File: src/common/dmem_pkg.sv
package dmem_pkg;

    localparam int LINE_BITS      = 256;
    localparam int WORDS_PER_LINE = 8;
    localparam int BEATS_PER_LINE = 4;
    localparam int OFFSET_BITS    = 5;   // byte offset within a line

    typedef logic [31:0] word_t;   // processor word
    typedef logic [63:0] beat_t;   // memory burst beat

    // one cache line, seen as words on the cache side and beats on the memory side
    typedef union packed {
        word_t [WORDS_PER_LINE-1:0] words;
        beat_t [BEATS_PER_LINE-1:0] beats;
    } line_u;

    typedef logic [LINE_BITS/8-1:0] line_mask_t;   // byte enables across a line

    // processor request, held until the response pulse
    typedef struct packed {
        logic       read;
        logic       write;
        word_t      addr;
        logic [3:0] mask;   // byte enables within the word
        word_t      wdata;
    } dmem_req_t;

    // burst memory request
    typedef struct packed {
        logic  read;    // one-cycle strobe
        logic  write;   // held until the last beat is taken
        word_t addr;    // line aligned
        beat_t wdata;   // current write beat
    } bmem_req_t;

endpackage

File: src/rtl/bus_adapter.sv
`timescale 1ns/1ps

module bus_adapter (
    input  dmem_pkg::dmem_req_t  req_i,
    output dmem_pkg::line_u      line_wdata_o,
    output dmem_pkg::line_mask_t line_mask_o,
    input  dmem_pkg::line_u      line_rdata_i,
    output dmem_pkg::word_t      rdata_o
);
    import dmem_pkg::*;

    localparam int WSEL_BITS = $clog2(WORDS_PER_LINE);

    logic [WSEL_BITS-1:0] word_sel;

    assign word_sel = req_i.addr[2 +: WSEL_BITS];   // addr bits 4:2

    // the write word goes into every slot, the mask picks the real one
    always_comb begin
        for (int i = 0; i < WORDS_PER_LINE; i++) begin
            line_wdata_o.words[i] = req_i.wdata;
        end
    end

    assign line_mask_o = line_mask_t'(req_i.mask) << {word_sel, 2'b00};   // 4 bytes per word

    assign rdata_o = line_rdata_i.words[word_sel];

endmodule

File: src/dcache/dcache_store.sv
`timescale 1ns/1ps

module dcache_store #(
    parameter int LOG2_SETS = 3
) (
    input  logic                 clk,
    input  logic                 rst,
    input  dmem_pkg::word_t      addr_i,
    input  logic                 sel_victim_i,
    input  logic                 store_write_i,
    input  logic                 fill_i,
    input  dmem_pkg::line_u      wdata_i,
    input  dmem_pkg::line_mask_t mask_i,
    input  dmem_pkg::line_u      fill_line_i,
    output logic                 hit_o,
    output logic                 dirty_o,
    output dmem_pkg::line_u      rdata_o,
    output dmem_pkg::word_t      mem_addr_o
);
    import dmem_pkg::*;

    localparam int SETS     = 1 << LOG2_SETS;
    localparam int TAG_BITS = 32 - LOG2_SETS - OFFSET_BITS;

    logic [TAG_BITS-1:0]  tag_q [SETS];
    line_u                data_q [SETS];
    logic [SETS-1:0]      valid_q;
    logic [SETS-1:0]      dirty_q;

    logic [TAG_BITS-1:0]  tag;
    logic [LOG2_SETS-1:0] idx;
    line_u                merged;

    assign tag = addr_i[31 -: TAG_BITS];
    assign idx = addr_i[OFFSET_BITS +: LOG2_SETS];

    assign hit_o   = valid_q[idx] && (tag_q[idx] == tag);
    assign dirty_o = valid_q[idx] && dirty_q[idx];   // victim needs write-back
    assign rdata_o = data_q[idx];

    // victim address during write-back, request line otherwise
    assign mem_addr_o = sel_victim_i ? {tag_q[idx], idx, {OFFSET_BITS{1'b0}}}
                                     : {tag, idx, {OFFSET_BITS{1'b0}}};

    always_comb begin
        merged = data_q[idx];
        for (int b = 0; b < LINE_BITS/8; b++) begin
            if (mask_i[b]) begin
                merged[b*8 +: 8] = wdata_i[b*8 +: 8];   // enabled bytes only
            end
        end
    end

    always_ff @(posedge clk) begin
        if (rst) begin
            valid_q <= '0;
            dirty_q <= '0;
        end else if (fill_i) begin
            valid_q[idx] <= 1'b1;
            dirty_q[idx] <= 1'b0;   // clean copy of memory
        end else if (store_write_i) begin
            dirty_q[idx] <= 1'b1;
        end
    end

    always_ff @(posedge clk) begin
        if (fill_i) begin
            tag_q[idx]  <= tag;
            data_q[idx] <= fill_line_i;
        end else if (store_write_i) begin
            data_q[idx] <= merged;
        end
    end

    // the controller only writes a line that is present
    assert property (@(posedge clk) disable iff (rst) store_write_i |-> hit_o);

endmodule

File: src/dcache/dcache_ctrl.sv
`timescale 1ns/1ps

module dcache_ctrl (
    input  logic clk,
    input  logic rst,
    input  logic read_i,
    input  logic write_i,
    input  logic hit_i,
    input  logic dirty_i,
    input  logic line_resp_i,
    output logic store_write_o,
    output logic fill_o,
    output logic sel_victim_o,
    output logic line_read_o,
    output logic line_write_o,
    output logic resp_o
);

    typedef enum logic [1:0] {
        S_COMPARE,
        S_WRITEBACK,
        S_FILL,
        S_RESPOND
    } state_e;

    state_e state_q;
    state_e state_d;
    logic   req;

    assign req = read_i || write_i;

    always_comb begin
        state_d       = state_q;
        store_write_o = 1'b0;
        fill_o        = 1'b0;
        sel_victim_o  = 1'b0;
        line_read_o   = 1'b0;
        line_write_o  = 1'b0;
        resp_o        = 1'b0;
        case (state_q)
            S_COMPARE: begin
                if (req) begin
                    if (hit_i) begin
                        store_write_o = write_i;   // masked merge on a write hit
                        state_d       = S_RESPOND;
                    end else if (dirty_i) begin
                        state_d = S_WRITEBACK;
                    end else begin
                        state_d = S_FILL;
                    end
                end
            end
            S_WRITEBACK: begin
                sel_victim_o = 1'b1;
                line_write_o = 1'b1;
                if (line_resp_i) begin
                    state_d = S_FILL;
                end
            end
            S_FILL: begin
                line_read_o = 1'b1;
                if (line_resp_i) begin
                    fill_o  = 1'b1;       // line data valid with the response
                    state_d = S_COMPARE;  // recompare, hit path serves it
                end
            end
            S_RESPOND: begin
                resp_o  = 1'b1;
                state_d = S_COMPARE;
            end
            default: state_d = S_COMPARE;
        endcase
    end

    always_ff @(posedge clk) begin
        if (rst) begin
            state_q <= S_COMPARE;
        end else begin
            state_q <= state_d;
        end
    end

    // the response closes a request that was held through the compare cycle
    assert property (@(posedge clk) disable iff (rst)
        resp_o |-> (read_i || write_i) && $past(read_i || write_i));

endmodule

File: src/rtl/cacheline_adaptor.sv
`timescale 1ns/1ps

module cacheline_adaptor (
    input  logic                clk,
    input  logic                rst,
    input  logic                line_read_i,
    input  logic                line_write_i,
    input  dmem_pkg::word_t     line_addr_i,
    input  dmem_pkg::line_u     line_wdata_i,
    output dmem_pkg::line_u     line_rdata_o,
    output logic                line_resp_o,
    output dmem_pkg::bmem_req_t bmem_req_o,
    input  dmem_pkg::beat_t     bmem_rdata_i,
    input  logic                bmem_resp_i
);
    import dmem_pkg::*;

    localparam int CNT_BITS = $clog2(BEATS_PER_LINE);

    typedef enum logic [2:0] {
        S_IDLE,
        S_RD_REQ,
        S_RD_BEATS,
        S_WR_BEATS,
        S_DONE
    } state_e;

    state_e              state_q;
    logic [CNT_BITS-1:0] beat_q;
    line_u               line_q;
    logic                last_beat;

    assign last_beat = (beat_q == CNT_BITS'(BEATS_PER_LINE - 1));

    always_ff @(posedge clk) begin
        if (rst) begin
            state_q <= S_IDLE;
            beat_q  <= '0;
        end else begin
            case (state_q)
                S_IDLE: begin
                    beat_q <= '0;
                    if (line_read_i) begin
                        state_q <= S_RD_REQ;
                    end else if (line_write_i) begin
                        state_q <= S_WR_BEATS;
                    end
                end
                S_RD_REQ: state_q <= S_RD_BEATS;   // read strobe lasts one cycle
                S_RD_BEATS, S_WR_BEATS: begin
                    if (bmem_resp_i) begin
                        beat_q <= beat_q + 1'b1;
                        if (last_beat) begin
                            state_q <= S_DONE;
                        end
                    end
                end
                S_DONE: state_q <= S_IDLE;
                default: state_q <= S_IDLE;
            endcase
        end
    end

    // beats land lowest first
    always_ff @(posedge clk) begin
        if (state_q == S_RD_BEATS && bmem_resp_i) begin
            line_q.beats[beat_q] <= bmem_rdata_i;
        end
    end

    assign line_rdata_o = line_q;
    assign line_resp_o  = (state_q == S_DONE);

    assign bmem_req_o.read  = (state_q == S_RD_REQ);
    assign bmem_req_o.write = (state_q == S_WR_BEATS);
    assign bmem_req_o.addr  = line_addr_i;
    assign bmem_req_o.wdata = line_wdata_i.beats[beat_q];   // current write beat

    // memory answers only inside a burst
    assert property (@(posedge clk) disable iff (rst)
        bmem_resp_i |-> (state_q == S_RD_BEATS || state_q == S_WR_BEATS));

endmodule

File: src/rtl/dmem_subsys.sv
`timescale 1ns/1ps

module dmem_subsys #(
    parameter int LOG2_SETS = 3
) (
    input  logic                clk,
    input  logic                rst,
    input  dmem_pkg::dmem_req_t dmem_req_i,
    output dmem_pkg::word_t     dmem_rdata_o,
    output logic                dmem_resp_o,
    output dmem_pkg::bmem_req_t bmem_req_o,
    input  dmem_pkg::beat_t     bmem_rdata_i,
    input  logic                bmem_resp_i
);
    import dmem_pkg::*;

    line_u      cpu_wdata;    // adapter -> store
    line_mask_t cpu_mask;     // adapter -> store
    line_u      cache_rdata;  // store -> adapter, adaptor
    word_t      line_addr;    // store -> adaptor
    line_u      line_rdata;   // adaptor -> store
    logic       line_resp;
    logic       line_read;
    logic       line_write;
    logic       hit;
    logic       dirty;
    logic       store_write;
    logic       fill;
    logic       sel_victim;

    bus_adapter u_bus_adapter (
        .req_i        (dmem_req_i),
        .line_wdata_o (cpu_wdata),
        .line_mask_o  (cpu_mask),
        .line_rdata_i (cache_rdata),
        .rdata_o      (dmem_rdata_o)
    );

    dcache_ctrl u_dcache_ctrl (
        .clk           (clk),
        .rst           (rst),
        .read_i        (dmem_req_i.read),
        .write_i       (dmem_req_i.write),
        .hit_i         (hit),
        .dirty_i       (dirty),
        .line_resp_i   (line_resp),
        .store_write_o (store_write),
        .fill_o        (fill),
        .sel_victim_o  (sel_victim),
        .line_read_o   (line_read),
        .line_write_o  (line_write),
        .resp_o        (dmem_resp_o)
    );

    dcache_store #(
        .LOG2_SETS (LOG2_SETS)
    ) u_dcache_store (
        .clk           (clk),
        .rst           (rst),
        .addr_i        (dmem_req_i.addr),
        .sel_victim_i  (sel_victim),
        .store_write_i (store_write),
        .fill_i        (fill),
        .wdata_i       (cpu_wdata),
        .mask_i        (cpu_mask),
        .fill_line_i   (line_rdata),
        .hit_o         (hit),
        .dirty_o       (dirty),
        .rdata_o       (cache_rdata),
        .mem_addr_o    (line_addr)
    );

    cacheline_adaptor u_cacheline_adaptor (
        .clk          (clk),
        .rst          (rst),
        .line_read_i  (line_read),
        .line_write_i (line_write),
        .line_addr_i  (line_addr),
        .line_wdata_i (cache_rdata),   // victim line during write-back
        .line_rdata_o (line_rdata),
        .line_resp_o  (line_resp),
        .bmem_req_o   (bmem_req_o),
        .bmem_rdata_i (bmem_rdata_i),
        .bmem_resp_i  (bmem_resp_i)
    );

endmodule

File: config.mk
export PLATFORM = sky130hd
export DESIGN_NAME = dmem_subsys
export DESIGN_NICKNAME = d
export VERILOG_FILES = /design/src/common/dmem_pkg.sv /design/src/rtl/bus_adapter.sv /design/src/dcache/dcache_store.sv /design/src/dcache/dcache_ctrl.sv /design/src/rtl/cacheline_adaptor.sv /design/src/rtl/dmem_subsys.sv
export SDC_FILE = /design/constraint.sdc
export NUM_CORES = 2
export LEC_CHECK = 0
export BUFFER_PORTS_ARGS = -buffer_cell sky130_fd_sc_hd__buf_2
export CORE_MARGIN = 4
export CORE_UTILIZATION = 40
export CTS_CLUSTER_SIZE = 14
export DETAILED_ROUTE_END_ITERATION = 10
export PLACE_DENSITY = 0.65
export SYNTH_ARGS = -nofsm -noshare
export SYNTH_HDL_FRONTEND = slang
export SYNTH_SLANG_ARGS = --single-unit
File: constraint.sdc
create_clock -name clk -period 12.63 [get_ports clk]
set_input_delay 1.263 -clock clk [delete_from_list [all_inputs] [get_ports clk]]
set_output_delay 1.263 -clock clk [all_outputs]
set_load 0.01 [all_outputs]
==> results.cfg <==
[finish]
final_cell_mix = 2496 x edfxtp_1, 932 x a22oi_1, 524 x mux2_2
fillers = 20814
multi_input_area_um2 = 22200
final_common_cell = edfxtp_1
nNetsFinal = 5691
area_growth_pct = 13.09
ff_latch_area_um2 = 75420
final_layout_size_suffix_gt1_frac = 0.2482

[detailed_routing]
firstDrtPassIters = 6
drc = 0
via_count = 55507
drt_iter0_markers = 7067
vias_per_cell = 6.091
wirelength_mm = 291.4
ant_nets = 0
wire_per_inst_um = 31.97

[sta]
grt_setup_unrepaired = false
min_period_ns = 7.880
drv_slew = 0
finalClockSkew_ns = 0.06652
worst_pin_slew_ns = 1.233
setup_violations = 0
fin_hold_ws_ns = 0.4684
fin_crit_sh = 0.6239
hold_violations = 0
fin_setup_tns_ns = 0
fmax_ghz = 0.1269
slew_headroom = 0.1782

[global_routing]
grt_pass1_vias = 54330
grt_overflow = 0
grt_usage = 0.2218
grt_pass1_wl_mm = 410.8
grt_max_degree = 129
antenna_found_initial = 80

[synthesis]
synth_ff_type = edfxtp_1
syn_avg_cell_area_um2 = 18.71
ys_types = 58
syn_inst = 5294
seq_area_frac_synth = 0.7615
async_flop_share = 0
synth-compound-area-share = 0.08358
ys_ff_latch = 2519
synth_top_family_by_area = multiplexers
synthAdderAreaFrac = 0.0005054
synth_mux_area_frac = 0.1119
yosys.area_share.simple = 0.02518
synth_area_um2 = 99030
synth_edf_count = 2496
yosysWarnings = 0
synthXorXnorAreaFrac = 0.0009728

[clock_tree]
cts_setup_buffers = 0
path_clk_slew_ns = 0.06
cts_htree_levels = 4
clkSinkCount = 2519
tritoncts = done
numCtsBuffers = 235
ctsHoldBuffers = 0
clockRootBuffer = clkbuf_16
cts_resized = 0
clockBufferDepth = 3
clk-insertion-delay-late_ns = 0.88

[worst_setup_path]
critPathRequiredTime_ns = 11.37
crit_fanout = 57
crit_slowest_cell = buf_4
cp-start-kind = primary input
crit_family = buffers and inverters
reg2reg_slack_ns = 7.36
cp-end-kind = primary output
arrival_ns = 6.62
critical_path_class = in2out
path_cells = buf_4, buf_4, inv_2, buf_4, nor3_2, buf_4, buf_4, a22oi_1, nand4_1, mux4_2, mux2_2, buf_2
path_common_cell = buf_4
max_stage_delay_ns = 0.96
crit_buf_inv = 7

[worst_hold_path]
hp-class = reg2reg

[floorplanning]
dieArea_um2 = 255600
core-area_um2 = 246200
start_util = 0.4023
rows = 182
ios = 268
die_y_um = 505.6
chipWidth_um = 505.6

[placed_design]
post-dp-hpwl_mm = 154.7
io_buffers = 260
globalplace.congestion = 0.7606

[run_status]
status = complete, no violations

[power]
p_leak_nw = 34.78
power_density_nw_per_um2 = 152.9
peakVddDrop_v = 0.0001369

[flow_run]
cap_violations = 0
-- kinds of logic (layout without fill, tap and decap cells) --
family                     Yosys count  in the layout
AOI/OAI and AO/OA                 1110           1110
xor gates and xnor gates            11             11
adders and majority gates            4              4
buffers and inverters              351            802
DFF                               2519           2519
muxes                              835            835
other                                1             57
and+or+nand+nor                    463            463
-- through the flow --
step	setup WS [ns]	power [mW]	cell area, um2	utilization	instances
after floorplan	2.883	9.803	99050	-	5298
after global placement	4.494	10.20	104100	0.4231	8625
after detailed placement	4.429	10.21	104100	0.4231	8625
after CTS	4.875	17.18	111900	0.4544	9061
after global routing	4.671	17.59	111900	0.4547	9090
final	4.750	17.13	112000	0.4550	9113
-- flip-flops by register name, summed over array words and instances (netlist names), named ones only --
register                          count
u_cacheline_adaptor.line_rdata_o    256
u_cacheline_adaptor.state_q           3
u_dcache_ctrl.state_q                 2
u_dcache_store.tag_q                192
u_cacheline_adaptor.beat_q            2
u_dcache_store.valid_q                8
u_dcache_store.data_q              2048
-- power by group --
group | total, mW | switching (mW) | leakage [nW] | internal, mW
clock | 7.08 | 3.10 | 3.76 | 3.99
sequential | 9.09 | 0.00433 | 22.6 | 9.09
combinational | 0.951 | 0.603 | 8.40 | 0.348
-- area by class of cell --
type | count | area share
Antenna cell | 52 | 0.001162
Inverter | 6 | 0.0002234
Tap cell | 3312 | 0.03700
Clock inverter | 158 | 0.01484
Clock buffer | 278 | 0.05414
Multi-Input combinational cell | 2428 | 0.1982
Timing Repair Buffer | 360 | 0.02103
Sequential cell | 2519 | 0.6734
-- cells in the mapped netlist, types with 5 or more instances --
master    count  area share
and3_1        6     0.00038
mux2_2      524       0.060
a21oi_1      24      0.0012
nor2b_1       6     0.00038
nand2_1      60      0.0023
mux2_1       64      0.0073
o21ai_0      42      0.0021
edfxtp_1   2496        0.76
a22o_1       15      0.0013
o21a_1       11     0.00083
xnor2_1       8     0.00071
nand2b_1     10     0.00063
mux4_2      157       0.036
dfxtp_1      23      0.0046
a221o_1      18      0.0018
a22oi_1     932       0.071
a221oi_1     30      0.0027
buf_2        46      0.0023
buf_4        38      0.0029
nor3_1       18     0.00091
clkbuf_1    228      0.0086
a21o_1        5     0.00038
buf_1        21     0.00080
nand4_1     219       0.014
nor2_1       94      0.0036
and2_1        8     0.00051
nand3_1      19     0.00096
buf_6        11      0.0013
a211oi_1      7     0.00053
mux2i_1      88      0.0089
-- layer usage --
layer  GRT usage  vias up  wire [um]
met5           0        -        198
li1            -    22827          -
met2      0.3551     3171     136600
met1      0.2971    28923     113000
met3     0.05190      554      30420
met4     0.07857       32      11210
-- tightest hold or removal path, stage by stage (launching register included) --
cell,delay (ns)
dfxtp_1,0.32
nor2_1,0.05
nor2_1,0.06
-- final timing paths --
| check | startpoint | endpoint | depth (start not counted) |
|---|---|---|---|
| setup / recovery | dmem_req_i[43] | dmem_rdata_o[16] | 12 |
| hold / removal | u_dcache_store.valid_q[2]$_SDFFE_PP0P_ | u_dcache_store.valid_q[2]$_SDFFE_PP0P_ | 2 |
| setup reg to reg | u_dcache_store.tag_q[3][18]$_DFFE_PP_ | u_dcache_store.data_q[1][158]$_DFFE_PP_ | 9 |
| hold reg to reg | u_dcache_store.valid_q[2]$_SDFFE_PP0P_ | u_dcache_store.valid_q[2]$_SDFFE_PP0P_ | 2 |
Note: power is estimated with default switching activity, not from simulation.
